$ cat config.mk
export PLATFORM = sky130hd
export DESIGN_NAME = box_filter_top
export DESIGN_NICKNAME = d
export VERILOG_FILES = /design/src/logic/boxf_pkg.sv /design/src/logic/line_buffer.sv /design/src/logic/window_sum.sv /design/src/logic/threshold_unit.sv /design/src/logic/filter_ctrl.sv /design/src/logic/box_filter_top.sv
export SDC_FILE = /design/constraint.sdc
export NUM_CORES = 1
export LEC_CHECK = 0
export BUFFER_PORTS_ARGS = -buffer_cell sky130_fd_sc_hd__buf_2
export CORE_MARGIN = 2
export CORE_UTILIZATION = 55
export CTS_BUF_LIST = sky130_fd_sc_hd__clkbuf_8
export DETAILED_ROUTE_END_ITERATION = 7
export PLACE_DENSITY_LB_ADDON = 0.08
export SYNTH_ARGS = -nofsm -noshare
export SYNTH_HDL_FRONTEND = slang
export SYNTH_SLANG_ARGS = --single-unit
export TNS_END_PERCENT = 100
$ cat constraint.sdc
create_clock -name clk -period 11.7 [get_ports clk]
set_clock_uncertainty 0.05 [all_clocks]
set_input_delay 2.34 -clock clk [delete_from_list [all_inputs] [get_ports clk]]
set_output_delay 2.34 -clock clk [all_outputs]
set_load 0.02 [all_outputs]
$ cat src/logic/boxf_pkg.sv
package boxf_pkg;

    // one grayscale sample.
    typedef logic [7:0] pix_t;

    // sum of the five pixels of one window column, at most 5 * 255.
    typedef logic [10:0] col_sum_t;

    // sum of all 25 window pixels, at most 25 * 255.
    // The threshold offset uses the same width.
    typedef logic [12:0] box_sum_t;

    // column or row position inside a frame.
    typedef logic [9:0] coord_t;

    // frame sequencing of the controller.
    typedef enum logic [2:0] {
        IDLE,
        FILL,
        RUN,
        FLUSH,
        DONE
    } ctrl_state_t;

endpackage

$ cat src/logic/line_buffer.sv
module line_buffer
    import boxf_pkg::*;
#(
    parameter int COLS = 16
) (
    input  logic   clk,
    input  logic   rst,
    input  logic   i_wr,
    input  coord_t i_col,
    input  pix_t   i_pix,
    output pix_t   o_tap0,
    output pix_t   o_tap1,
    output pix_t   o_tap2,
    output pix_t   o_tap3,
    output pix_t   o_tap4
);

    localparam int AW = (COLS > 1) ? $clog2(COLS) : 1;

    // row_mem[0] holds the oldest row, row_mem[3] the row just above the input.
    pix_t row_mem [4][COLS];

    logic [AW-1:0] addr;

    assign addr = i_col[AW-1:0];

    // each write moves the column up by one row and drops the oldest pixel.
    always_ff @(posedge clk) begin
        if (i_wr) begin
            row_mem[0][addr] <= row_mem[1][addr];
            row_mem[1][addr] <= row_mem[2][addr];
            row_mem[2][addr] <= row_mem[3][addr];
            row_mem[3][addr] <= i_pix;
        end
    end

    always_ff @(posedge clk) begin
        if (rst) begin
            o_tap0 <= '0;
            o_tap1 <= '0;
            o_tap2 <= '0;
            o_tap3 <= '0;
            o_tap4 <= '0;
        end else if (i_wr) begin
            o_tap0 <= row_mem[0][addr];
            o_tap1 <= row_mem[1][addr];
            o_tap2 <= row_mem[2][addr];
            o_tap3 <= row_mem[3][addr];
            o_tap4 <= i_pix;
        end
    end

endmodule

$ cat src/logic/window_sum.sv
module window_sum
    import boxf_pkg::*;
(
    input  logic     clk,
    input  logic     rst,
    input  logic     i_adv,
    input  logic     i_ld,
    input  logic     i_sub_en,
    input  pix_t     i_tap0,
    input  pix_t     i_tap1,
    input  pix_t     i_tap2,
    input  pix_t     i_tap3,
    input  pix_t     i_tap4,
    output box_sum_t o_box_sum,
    output pix_t     o_center
);

    pix_t       st1_tap0;
    pix_t       st1_tap1;
    pix_t       st1_tap2;
    pix_t       st1_tap3;
    pix_t       st1_tap4;
    logic [8:0] sum01;
    logic [8:0] sum23;
    pix_t       tap4_d;
    col_sum_t   col_sum;
    col_sum_t   col_dly [5];
    pix_t       center_dly [5];
    box_sum_t   sub_val;
    box_sum_t   acc;

    // stage 1 captures the column taps.
    always_ff @(posedge clk) begin
        if (i_adv) begin
            st1_tap0 <= i_tap0;
            st1_tap1 <= i_tap1;
            st1_tap2 <= i_tap2;
            st1_tap3 <= i_tap3;
            st1_tap4 <= i_tap4;
        end
    end

    // stage 2 adds the pairs while the fifth tap waits a step.
    always_ff @(posedge clk) begin
        if (i_adv) begin
            sum01  <= 9'(st1_tap0) + 9'(st1_tap1);
            sum23  <= 9'(st1_tap2) + 9'(st1_tap3);
            tap4_d <= st1_tap4;
        end
    end

    // stage 3 closes the column sum.
    always_ff @(posedge clk) begin
        if (i_adv) begin
            col_sum <= col_sum_t'(sum01) + col_sum_t'(sum23) + col_sum_t'(tap4_d);
        end
    end

    // column sums of the last five steps; the last entry leaves the window next.
    always_ff @(posedge clk) begin
        if (i_adv) begin
            col_dly[0] <= col_sum;
            for (int i = 1; i < 5; i++) begin
                col_dly[i] <= col_dly[i-1];
            end
        end
    end

    assign sub_val = i_sub_en ? box_sum_t'(col_dly[4]) : '0;

    // running horizontal sum, restarted by ld at the first column of a row.
    always_ff @(posedge clk) begin
        if (rst) begin
            acc <= '0;
        end else if (i_adv) begin
            if (i_ld) begin
                acc <= box_sum_t'(col_sum);
            end else begin
                acc <= acc + box_sum_t'(col_sum) - sub_val;
            end
        end
    end

    // the middle row pixel trails its box sum by five steps.
    always_ff @(posedge clk) begin
        if (i_adv) begin
            center_dly[0] <= st1_tap2;
            for (int i = 1; i < 5; i++) begin
                center_dly[i] <= center_dly[i-1];
            end
        end
    end

    assign o_box_sum = acc;
    assign o_center  = center_dly[4];

endmodule

$ cat src/logic/threshold_unit.sv
module threshold_unit
    import boxf_pkg::*;
(
    input  logic     clk,
    input  logic     rst,
    input  logic     i_res_valid,
    input  box_sum_t i_box_sum,
    input  pix_t     i_center,
    input  box_sum_t i_offset,
    output logic     o_valid,
    output box_sum_t o_sum,
    output pix_t     o_center,
    output logic     o_bin
);

    logic [13:0] scaled;
    logic [13:0] limit;

    // 25 * centre as 16 + 8 + 1, compared one bit wider than the sum.
    assign scaled = (14'(i_center) << 4) + (14'(i_center) << 3) + 14'(i_center);
    assign limit  = 14'(i_box_sum) + 14'(i_offset);

    always_ff @(posedge clk) begin
        if (rst) begin
            o_valid <= 1'b0;
        end else begin
            o_valid <= i_res_valid;
        end
    end

    always_ff @(posedge clk) begin
        if (i_res_valid) begin
            o_sum    <= i_box_sum;
            o_center <= i_center;
            o_bin    <= scaled > limit;
        end
    end

endmodule

$ cat src/logic/filter_ctrl.sv
module filter_ctrl
    import boxf_pkg::*;
#(
    parameter int COLS = 16,
    parameter int ROWS = 12
) (
    input  logic   clk,
    input  logic   rst,
    input  logic   i_start,
    input  logic   i_pix_valid,
    output logic   o_busy,
    output logic   o_wr,
    output coord_t o_col,
    output logic   o_adv,
    output logic   o_ld,
    output logic   o_sub_en,
    output logic   o_res_valid,
    output logic   o_frame_done
);

    localparam coord_t LAST_COL  = coord_t'(COLS - 1);
    localparam coord_t LAST_ROW  = coord_t'(ROWS - 1);
    localparam coord_t LAST_STEP = coord_t'(COLS + 2);
    // column 0 reaches the accumulator three steps after its taps.
    localparam coord_t LD_STEP   = coord_t'(3);
    localparam coord_t OUT_STEP  = coord_t'(7);
    localparam coord_t SUB_STEP  = coord_t'(8);

    ctrl_state_t state;
    coord_t      row;
    coord_t      step;
    logic [1:0]  seq;
    logic        adv_next;
    logic        interior_q;

    assign o_busy   = (state == FLUSH) || (state == DONE);
    assign o_wr     = i_pix_valid && !o_busy && ((state == FILL) || (state == RUN));
    assign adv_next = (o_wr && (state == RUN)) || (state == FLUSH);

    always_ff @(posedge clk) begin
        if (rst) begin
            state        <= IDLE;
            o_col        <= '0;
            row          <= '0;
            seq          <= '0;
            o_frame_done <= 1'b0;
        end else begin
            o_frame_done <= 1'b0;
            case (state)
                IDLE: begin
                    if (i_start) begin
                        state <= FILL;
                        o_col <= '0;
                        row   <= '0;
                        seq   <= '0;
                    end
                end
                FILL, RUN: begin
                    if (o_wr) begin
                        if (o_col == LAST_COL) begin
                            o_col <= '0;
                            row   <= (row == LAST_ROW) ? '0 : row + 1'b1;
                            if (state == RUN) begin
                                state <= FLUSH;
                            end else if (row == coord_t'(3)) begin
                                state <= RUN;
                            end
                        end else begin
                            o_col <= o_col + 1'b1;
                        end
                    end
                end
                FLUSH: begin
                    seq <= seq + 1'b1;
                    if (seq == 2'd2) begin
                        seq   <= '0;
                        // row has wrapped once the last row of the frame is out.
                        state <= (row == '0) ? DONE : RUN;
                    end
                end
                DONE: begin
                    seq <= seq + 1'b1;
                    if (seq == 2'd2) begin
                        seq          <= '0;
                        o_frame_done <= 1'b1;
                        state        <= IDLE;
                    end
                end
                default: state <= IDLE;
            endcase
        end
    end

    // the step count tells which column the accumulator takes on each adv.
    always_ff @(posedge clk) begin
        if (rst) begin
            o_adv       <= 1'b0;
            o_ld        <= 1'b0;
            o_sub_en    <= 1'b0;
            interior_q  <= 1'b0;
            o_res_valid <= 1'b0;
            step        <= '0;
        end else begin
            o_adv       <= adv_next;
            o_ld        <= adv_next && (step == LD_STEP);
            o_sub_en    <= adv_next && (step >= SUB_STEP);
            interior_q  <= adv_next && (step >= OUT_STEP);
            o_res_valid <= interior_q;
            if ((state == IDLE) && i_start) begin
                step <= '0;
            end else if (adv_next) begin
                step <= (step == LAST_STEP) ? '0 : step + 1'b1;
            end
        end
    end

endmodule

$ cat src/logic/box_filter_top.sv
module box_filter_top
    import boxf_pkg::*;
#(
    parameter int COLS = 16,
    parameter int ROWS = 12
) (
    input  logic     clk,
    input  logic     rst,
    input  logic     i_start,
    input  logic     i_pix_valid,
    input  pix_t     i_pix,
    input  box_sum_t i_offset,
    output logic     o_busy,
    output logic     o_valid,
    output box_sum_t o_sum,
    output pix_t     o_center,
    output logic     o_bin,
    output logic     o_frame_done
);

    logic     wr;
    coord_t   col;
    logic     adv;
    logic     ld;
    logic     sub_en;
    logic     res_valid;
    pix_t     tap0;
    pix_t     tap1;
    pix_t     tap2;
    pix_t     tap3;
    pix_t     tap4;
    box_sum_t box_sum;
    pix_t     center;

    filter_ctrl #(
        .COLS(COLS),
        .ROWS(ROWS)
    ) u_ctrl (
        .clk         (clk),
        .rst         (rst),
        .i_start     (i_start),
        .i_pix_valid (i_pix_valid),
        .o_busy      (o_busy),
        .o_wr        (wr),
        .o_col       (col),
        .o_adv       (adv),
        .o_ld        (ld),
        .o_sub_en    (sub_en),
        .o_res_valid (res_valid),
        .o_frame_done(o_frame_done)
    );

    line_buffer #(
        .COLS(COLS)
    ) u_line_buffer (
        .clk   (clk),
        .rst   (rst),
        .i_wr  (wr),
        .i_col (col),
        .i_pix (i_pix),
        .o_tap0(tap0),
        .o_tap1(tap1),
        .o_tap2(tap2),
        .o_tap3(tap3),
        .o_tap4(tap4)
    );

    window_sum u_window_sum (
        .clk      (clk),
        .rst      (rst),
        .i_adv    (adv),
        .i_ld     (ld),
        .i_sub_en (sub_en),
        .i_tap0   (tap0),
        .i_tap1   (tap1),
        .i_tap2   (tap2),
        .i_tap3   (tap3),
        .i_tap4   (tap4),
        .o_box_sum(box_sum),
        .o_center (center)
    );

    threshold_unit u_threshold (
        .clk        (clk),
        .rst        (rst),
        .i_res_valid(res_valid),
        .i_box_sum  (box_sum),
        .i_center   (center),
        .i_offset   (i_offset),
        .o_valid    (o_valid),
        .o_sum      (o_sum),
        .o_center   (o_center),
        .o_bin      (o_bin)
    );

endmodule

## Word-level counts from Yosys, hierarchy flattened

Memories as Yosys holds them, arrays and structs flattened.
Cells that the tools add are included.

| word-level totals | value |
|---|---|
| register bits | 194 |
| logic and storage cells | 135 |
| output and inout bits | 25 |
| bits in writable memories | 607 |
| input bits | 25 |
| memories | 3 |

Memories:

| name | words | bits a word | read ports | clocked after Yosys merged registers in | write ports | line | text |
|---|---|---|---|---|---|---|---|
| u_line_buffer.row_mem | 4 | 128 | 4 | 0 | 4 | line_buffer.sv:21 | `pix_t row_mem [4][COLS];` |
| u_window_sum.col_dly | 5 | 11 | 5 | 0 | 5 | window_sum.sv:27 | `col_sum_t col_dly [5];` |
| u_window_sum.center_dly | 5 | 8 | 5 | 0 | 5 | window_sum.sv:28 | `pix_t center_dly [5];` |

| operators by class | value |
|---|---|
| add/subtract/negate cells | 13 |
| muxes and demuxes | 42 |
| bitwise operators | 2 |
| equal/unequal tests | 16 |
| reduce and logical (&&, ||, !) cells | 24 |
| magnitude comparators | 5 |

Operators with widths:

| operator | number |
|---|---|
| $bmux 8 s4 | 4 |
| $mux 128 | 1 |
| $mux 8 | 9 |
| $mux 10 | 7 |
| $pmux 10 s2 | 2 |
| $demux 8 s4 | 1 |
| $add 10x1->10 const B | 3 |
| $mux 3 | 8 |
| $eq 10x2->1 const B | 2 |
| $eq 10x4->1 const B | 2 |
| $add 8x8->9 | 2 |
| $add 13x13->14 | 1 |
| $add 14x8->14 | 1 |
| $gt 14x14->1 | 1 |
| $add 12x11->13 | 1 |
| $add 13x11->13 | 1 |
| $mux 13 | 1 |
| $sub 13x13->13 | 1 |
| $pmux 3 s4 | 1 |
| $add 11x8->11 | 1 |
| $mux 11 | 1 |
| $add 9x9->10 | 1 |
| $eq 10x5->1 const B | 1 |
| $ge 10x3->1 const B | 1 |
| other kinds (27) | 48 |

## Longest topological paths before layout

| logic depth | value |
|---|---|
| depth after elaboration | 8 |
| mapped depth | 17 |
| mapped depth without buffers | 17 |

## Cells and area by module

From an unflattened synthesis, not the netlist that was laid out.

| unflattened totals | value |
|---|---|
| cell total of the unflattened synthesis | 1,978 |
| area, all modules | 33,225.6 um^2 |

By module, submodules not included:

| module | sequential area each (um^2) | area an instance (um^2) | times used | cells an instance |
|---|---|---|---|---|
| line_buffer | 16,175.5 | 21,206.6 | 1 | 1,021 |
| window_sum | 5,425.2 | 7,807.5 | 1 | 504 |
| filter_ctrl | 820.8 | 2,188.3 | 1 | 264 |
| threshold_unit | 680.7 | 2,023.2 | 1 | 189 |

## Worst setup path before layout

No wires, ideal clock.

| timing path | value |
|---|---|
| path type | input to register |
| start | input i_pix_valid |
| end | memory u_line_buffer.row_mem[0][100] (netlist name), enable pin |
| slack | 6.216 ns |
| data required time | 11.189 ns |
| data arrival time | 4.973 ns |
| stages | 3 |
| buffers on the path | 0 |
| library setup time | 0.461 ns |
| cell sequence | nand2_1 > or3_4 > nor3_1 |

RTL lines:

| item | line | text |
|---|---|---|
| start: declaration | box_filter_top.sv:10 | `input logic i_pix_valid,` |
| end: declaration | line_buffer.sv:21 |  |

## Worst setup path in the final report

| timing path | value |
|---|---|
| start | input i_offset[0] |
| end | register u_threshold.o_bin, data pin |

| on the way | value |
|---|---|
| longest elaborated chain between the ends | 2 |

RTL lines:

| item | line | text |
|---|---|---|
| start: declaration | box_filter_top.sv:12 | `input box_sum_t i_offset,` |
| $add 13x13->14 | threshold_unit.sv:21 | `assign limit = 14'(i_box_sum) + 14'(i_offset);` |
| $gt 14x14->1 | threshold_unit.sv:35 | `o_bin <= scaled > limit;` |
| end signal: assignment | threshold_unit.sv:35 |  |
| end: declaration | threshold_unit.sv:13 | `output logic o_bin` |

No other way between the ends.
A chain may end at the register's enable or synchronous reset.

==> results.sh <==
export IMPL_first_pass_iters=5
export IMPL_holdPathStages=0
export IMPL_reg2reg_slack_ns=7.49
export IMPL_cts_htree_levels=4
export IMPL_final_util_pct=61.4
export IMPL_antenna_left=0
export IMPL_clock_root_buffer="clkbuf_8"
export IMPL_ir_drop_mv=0.112
export IMPL_synth_area_leaders="edfxtp_1 65%, mux4_2 11%, dfxtp_1 5.8%, ha_1 3.7%, nand2_1 1.6%"
export IMPL_power_density_mw_per_mm2=199
export IMPL_reg2reg_depth=16
export IMPL_min_from="u_window_sum.col_dly[0][42]"
export IMPL_yosys_area_top_type_share_pct=65.2
export IMPL_slew_viol_final=0
export IMPL_gp_congestion=0.786
export IMPL_via_per_inst=5.75
export IMPL_finalHoldViolCount=0
export IMPL_grt_pass1_vias=17176
export IMPL_die_x_um=247
export IMPL_start_util_pct=55.3
export IMPL_grt_pass1_wl_um=98700
export IMPL_critPathMaxFanout=3
export IMPL_cp_end_kind="flip-flop"
export IMPL_syn_inst=1887
export IMPL_cts_sinks=801
export IMPL_drive_above_1_share_pct=20.0
export IMPL_cts_tree="done"
export IMPL_nFillCells=4359
export IMPL_ys_ff_latch=801
export IMPL_ys_flop_type="edfxtp_1"
export IMPL_hold_end="u_window_sum.col_dly[0][53]"
export IMPL_synth_common_cells="706 x edfxtp_1, 160 x mux4_2, 141 x nand2_1"
export IMPL_rows=89
export IMPL_clockBufferDepth=3
export IMPL_io_pins=50
export IMPL_multi_input_area_sq_mm=0.00895
export IMPL_grt_overflow_total=0
export IMPL_syn_num_nets=2027
export IMPL_slew_headroom_pct=24.2
export IMPL_drt_iter0_markers=1175
export IMPL_clk_latency_ns=0.77
export IMPL_worstPathArrival_ns=5.27
export IMPL_reg2reg_to="u_threshold.o_bin"
export IMPL_antenna_found_initial=3
export IMPL_yosysTopAreaCell="edfxtp_1"
export IMPL_cts_hold_buf=0
export IMPL_grt_use_total_pct=21.9
export IMPL_instances_no_fill=2898
export IMPL_layout_setup_ws_ns=6.87
export IMPL_dieArea_sq_mm=0.0611
export IMPL_synthArstFlopShare_pct=0
export IMPL_period_share_pct=41.3
export IMPL_cap_viol_max_count=0
export IMPL_whs_ns=0.350
export IMPL_p_leak_nw=12.1
export IMPL_path_clk_slew_ns=0.06
export IMPL_die_h_um=247
export IMPL_yosys_warnings=0
export IMPL_post_route_min_period_ns=4.83
export IMPL_post_cts_buffers=0
export IMPL_worstSetupPathType="primary input to flip-flop"
export IMPL_seqCellArea_sq_mm=0.0231
export IMPL_syn_area_per_cell_sq_um=17.2
export IMPL_routed_wl_um=63800
export IMPL_fmax_mhz=207
export IMPL_worst_pin_slew_ns=1.14
export IMPL_status="finished, final reports clean"
export IMPL_io_buffers=49
export IMPL_synth_cell_types=56
export IMPL_rsz0062_at_grt="no"
export IMPL_numCtsBuffers=131
export IMPL_hp_class="flip-flop to flip-flop"
export IMPL_dp_slack_ns=6.09
export IMPL_routedWlPerCell_um=22.0
export IMPL_r2r_start="u_window_sum.center_dly[0][33]"
export IMPL_drc=0
export IMPL_dp_final_hpwl_um=36900
export IMPL_core_area_sq_mm=0.0588
export IMPL_ys_seq_area_share_pct=71.0
export IMPL_synth_most_common_cell="edfxtp_1"
export IMPL_synth_edf_count=706
export IMPL_startpoint_type="primary input"
export IMPL_syn_cell_area_sq_mm=0.0325
export IMPL_worst_ep_required_time_ns=12.14
export IMPL_nNetsFinal=2169
export IMPL_area_growth_syn_to_layout_pct=11.0
export IMPL_fin_setup_tns_ns=0
export IMPL_cts_resized=0
export IMPL_grt_max_degree=88
export IMPL_dp_cells=2669
export IMPL_via_count=16661
export IMPL_setup_viol=0
## cells by family after synthesis
logic type | share of synthesized area, %
xor gates and xnor gates | 2.12
DFF | 71.0
muxes | 11.2
buffers and inverters | 1.82
adders and majority gates | 4.84
AOI/OAI and AO/OA | 4.01
and+or+nand+nor | 4.96
## worst max path at each step
| stage | from | end | cells past startpoint |
|---|---|---|---|
| after detailed placement | i_offset[0] | u_threshold.o_bin | 17 |
| after global routing | i_offset[0] | u_threshold.o_bin | 17 |
| after global placement | i_offset[0] | u_threshold.o_bin | 17 |
| after floorplan | i_pix_valid | u_line_buffer.row_mem[0][100] | 3 |
| final | i_offset[0] | u_threshold.o_bin | 17 |
| after CTS | i_offset[0] | u_threshold.o_bin | 17 |
## metrics by stage
stage,cell area (sq um),total power [mW]
3_5_place_dp,33800,5.14
2_1_floorplan,32500,4.73
3_3_place_gp,33800,5.10
5_1_grt,36100,7.59
4_1_cts,36100,7.30
6_report,36100,7.21
## flip-flops by register name, indices dropped and copies added, names as in the netlist, 9 cells and up
name                     count
u_window_sum.o_box_sum      13
u_line_buffer.row_mem      512
u_window_sum.sum01           9
u_threshold.o_sum           13
u_window_sum.col_dly        55
u_ctrl.o_col                10
u_window_sum.col_sum        11
u_window_sum.sum23           9
u_ctrl.step                 10
u_window_sum.center_dly     40
u_ctrl.row                  10
## metal layers
metal | part of all wire [%] | vias to the layer above | GRT usage [%]
li1 | - | 7577 | -
met1 | 42 | 8612 | 28.4
met2 | 51 | 368 | 37.4
met3 | 4.5 | 104 | 3.84
met4 | 2.1 | 0 | 7.71
met5 | 0 | - | 0
## worst max-delay path: stages
cell and delay, ns:
buf_2 0.09, ha_1 0.16, inv_1 0.05, fa_1 0.40
nor2b_1 0.13, o21a_1 0.14, o211ai_1 0.11, nand3_1 0.12
nand2_1 0.09, o311ai_0 0.40, xnor2_1 0.12, ha_1 0.31
nand4_1 0.08, nor4_1 0.42, inv_1 0.08, a21oi_1 0.14
o21ai_0 0.09
## area by class of cell
type	instances	area share, %
Timing Repair Buffer	77	1.26
Tap cell	773	2.68
Antenna cell	1	0.00693
Clock inverter	88	1.07
Sequential cell	801	64.0
Clock buffer	140	5.33
Inverter	85	0.883
Multi-Input combinational cell	933	24.8
## layout by cell type (no fill, tap or decap), drive strengths merged, types with 11 or more instances in the layout
master,instances
xor2,36
a211oi,11
and2,15
nand2,141
nor3,20
o21ai,42
ha,97
a21oi,91
nor2b,12
nand2b,13
clkbuf,140
edfxtp,706
nand3,19
buf,77
a21o,17
clkinv,33
inv,139
xnor2,42
mux4,160
nor2,111
dfxtp,95
fa,18
## where the power goes
group	internal, mW	switching, mW	leakage [nW]	total (mW)
registers	3.49	0.130	7.15	3.62
logic	0.607	0.819	3.56	1.43
clock network	1.10	1.05	1.37	2.16
total	5.20	2.00	12.1	7.21
No activity file was read; power rests on OpenSTA's default activity.
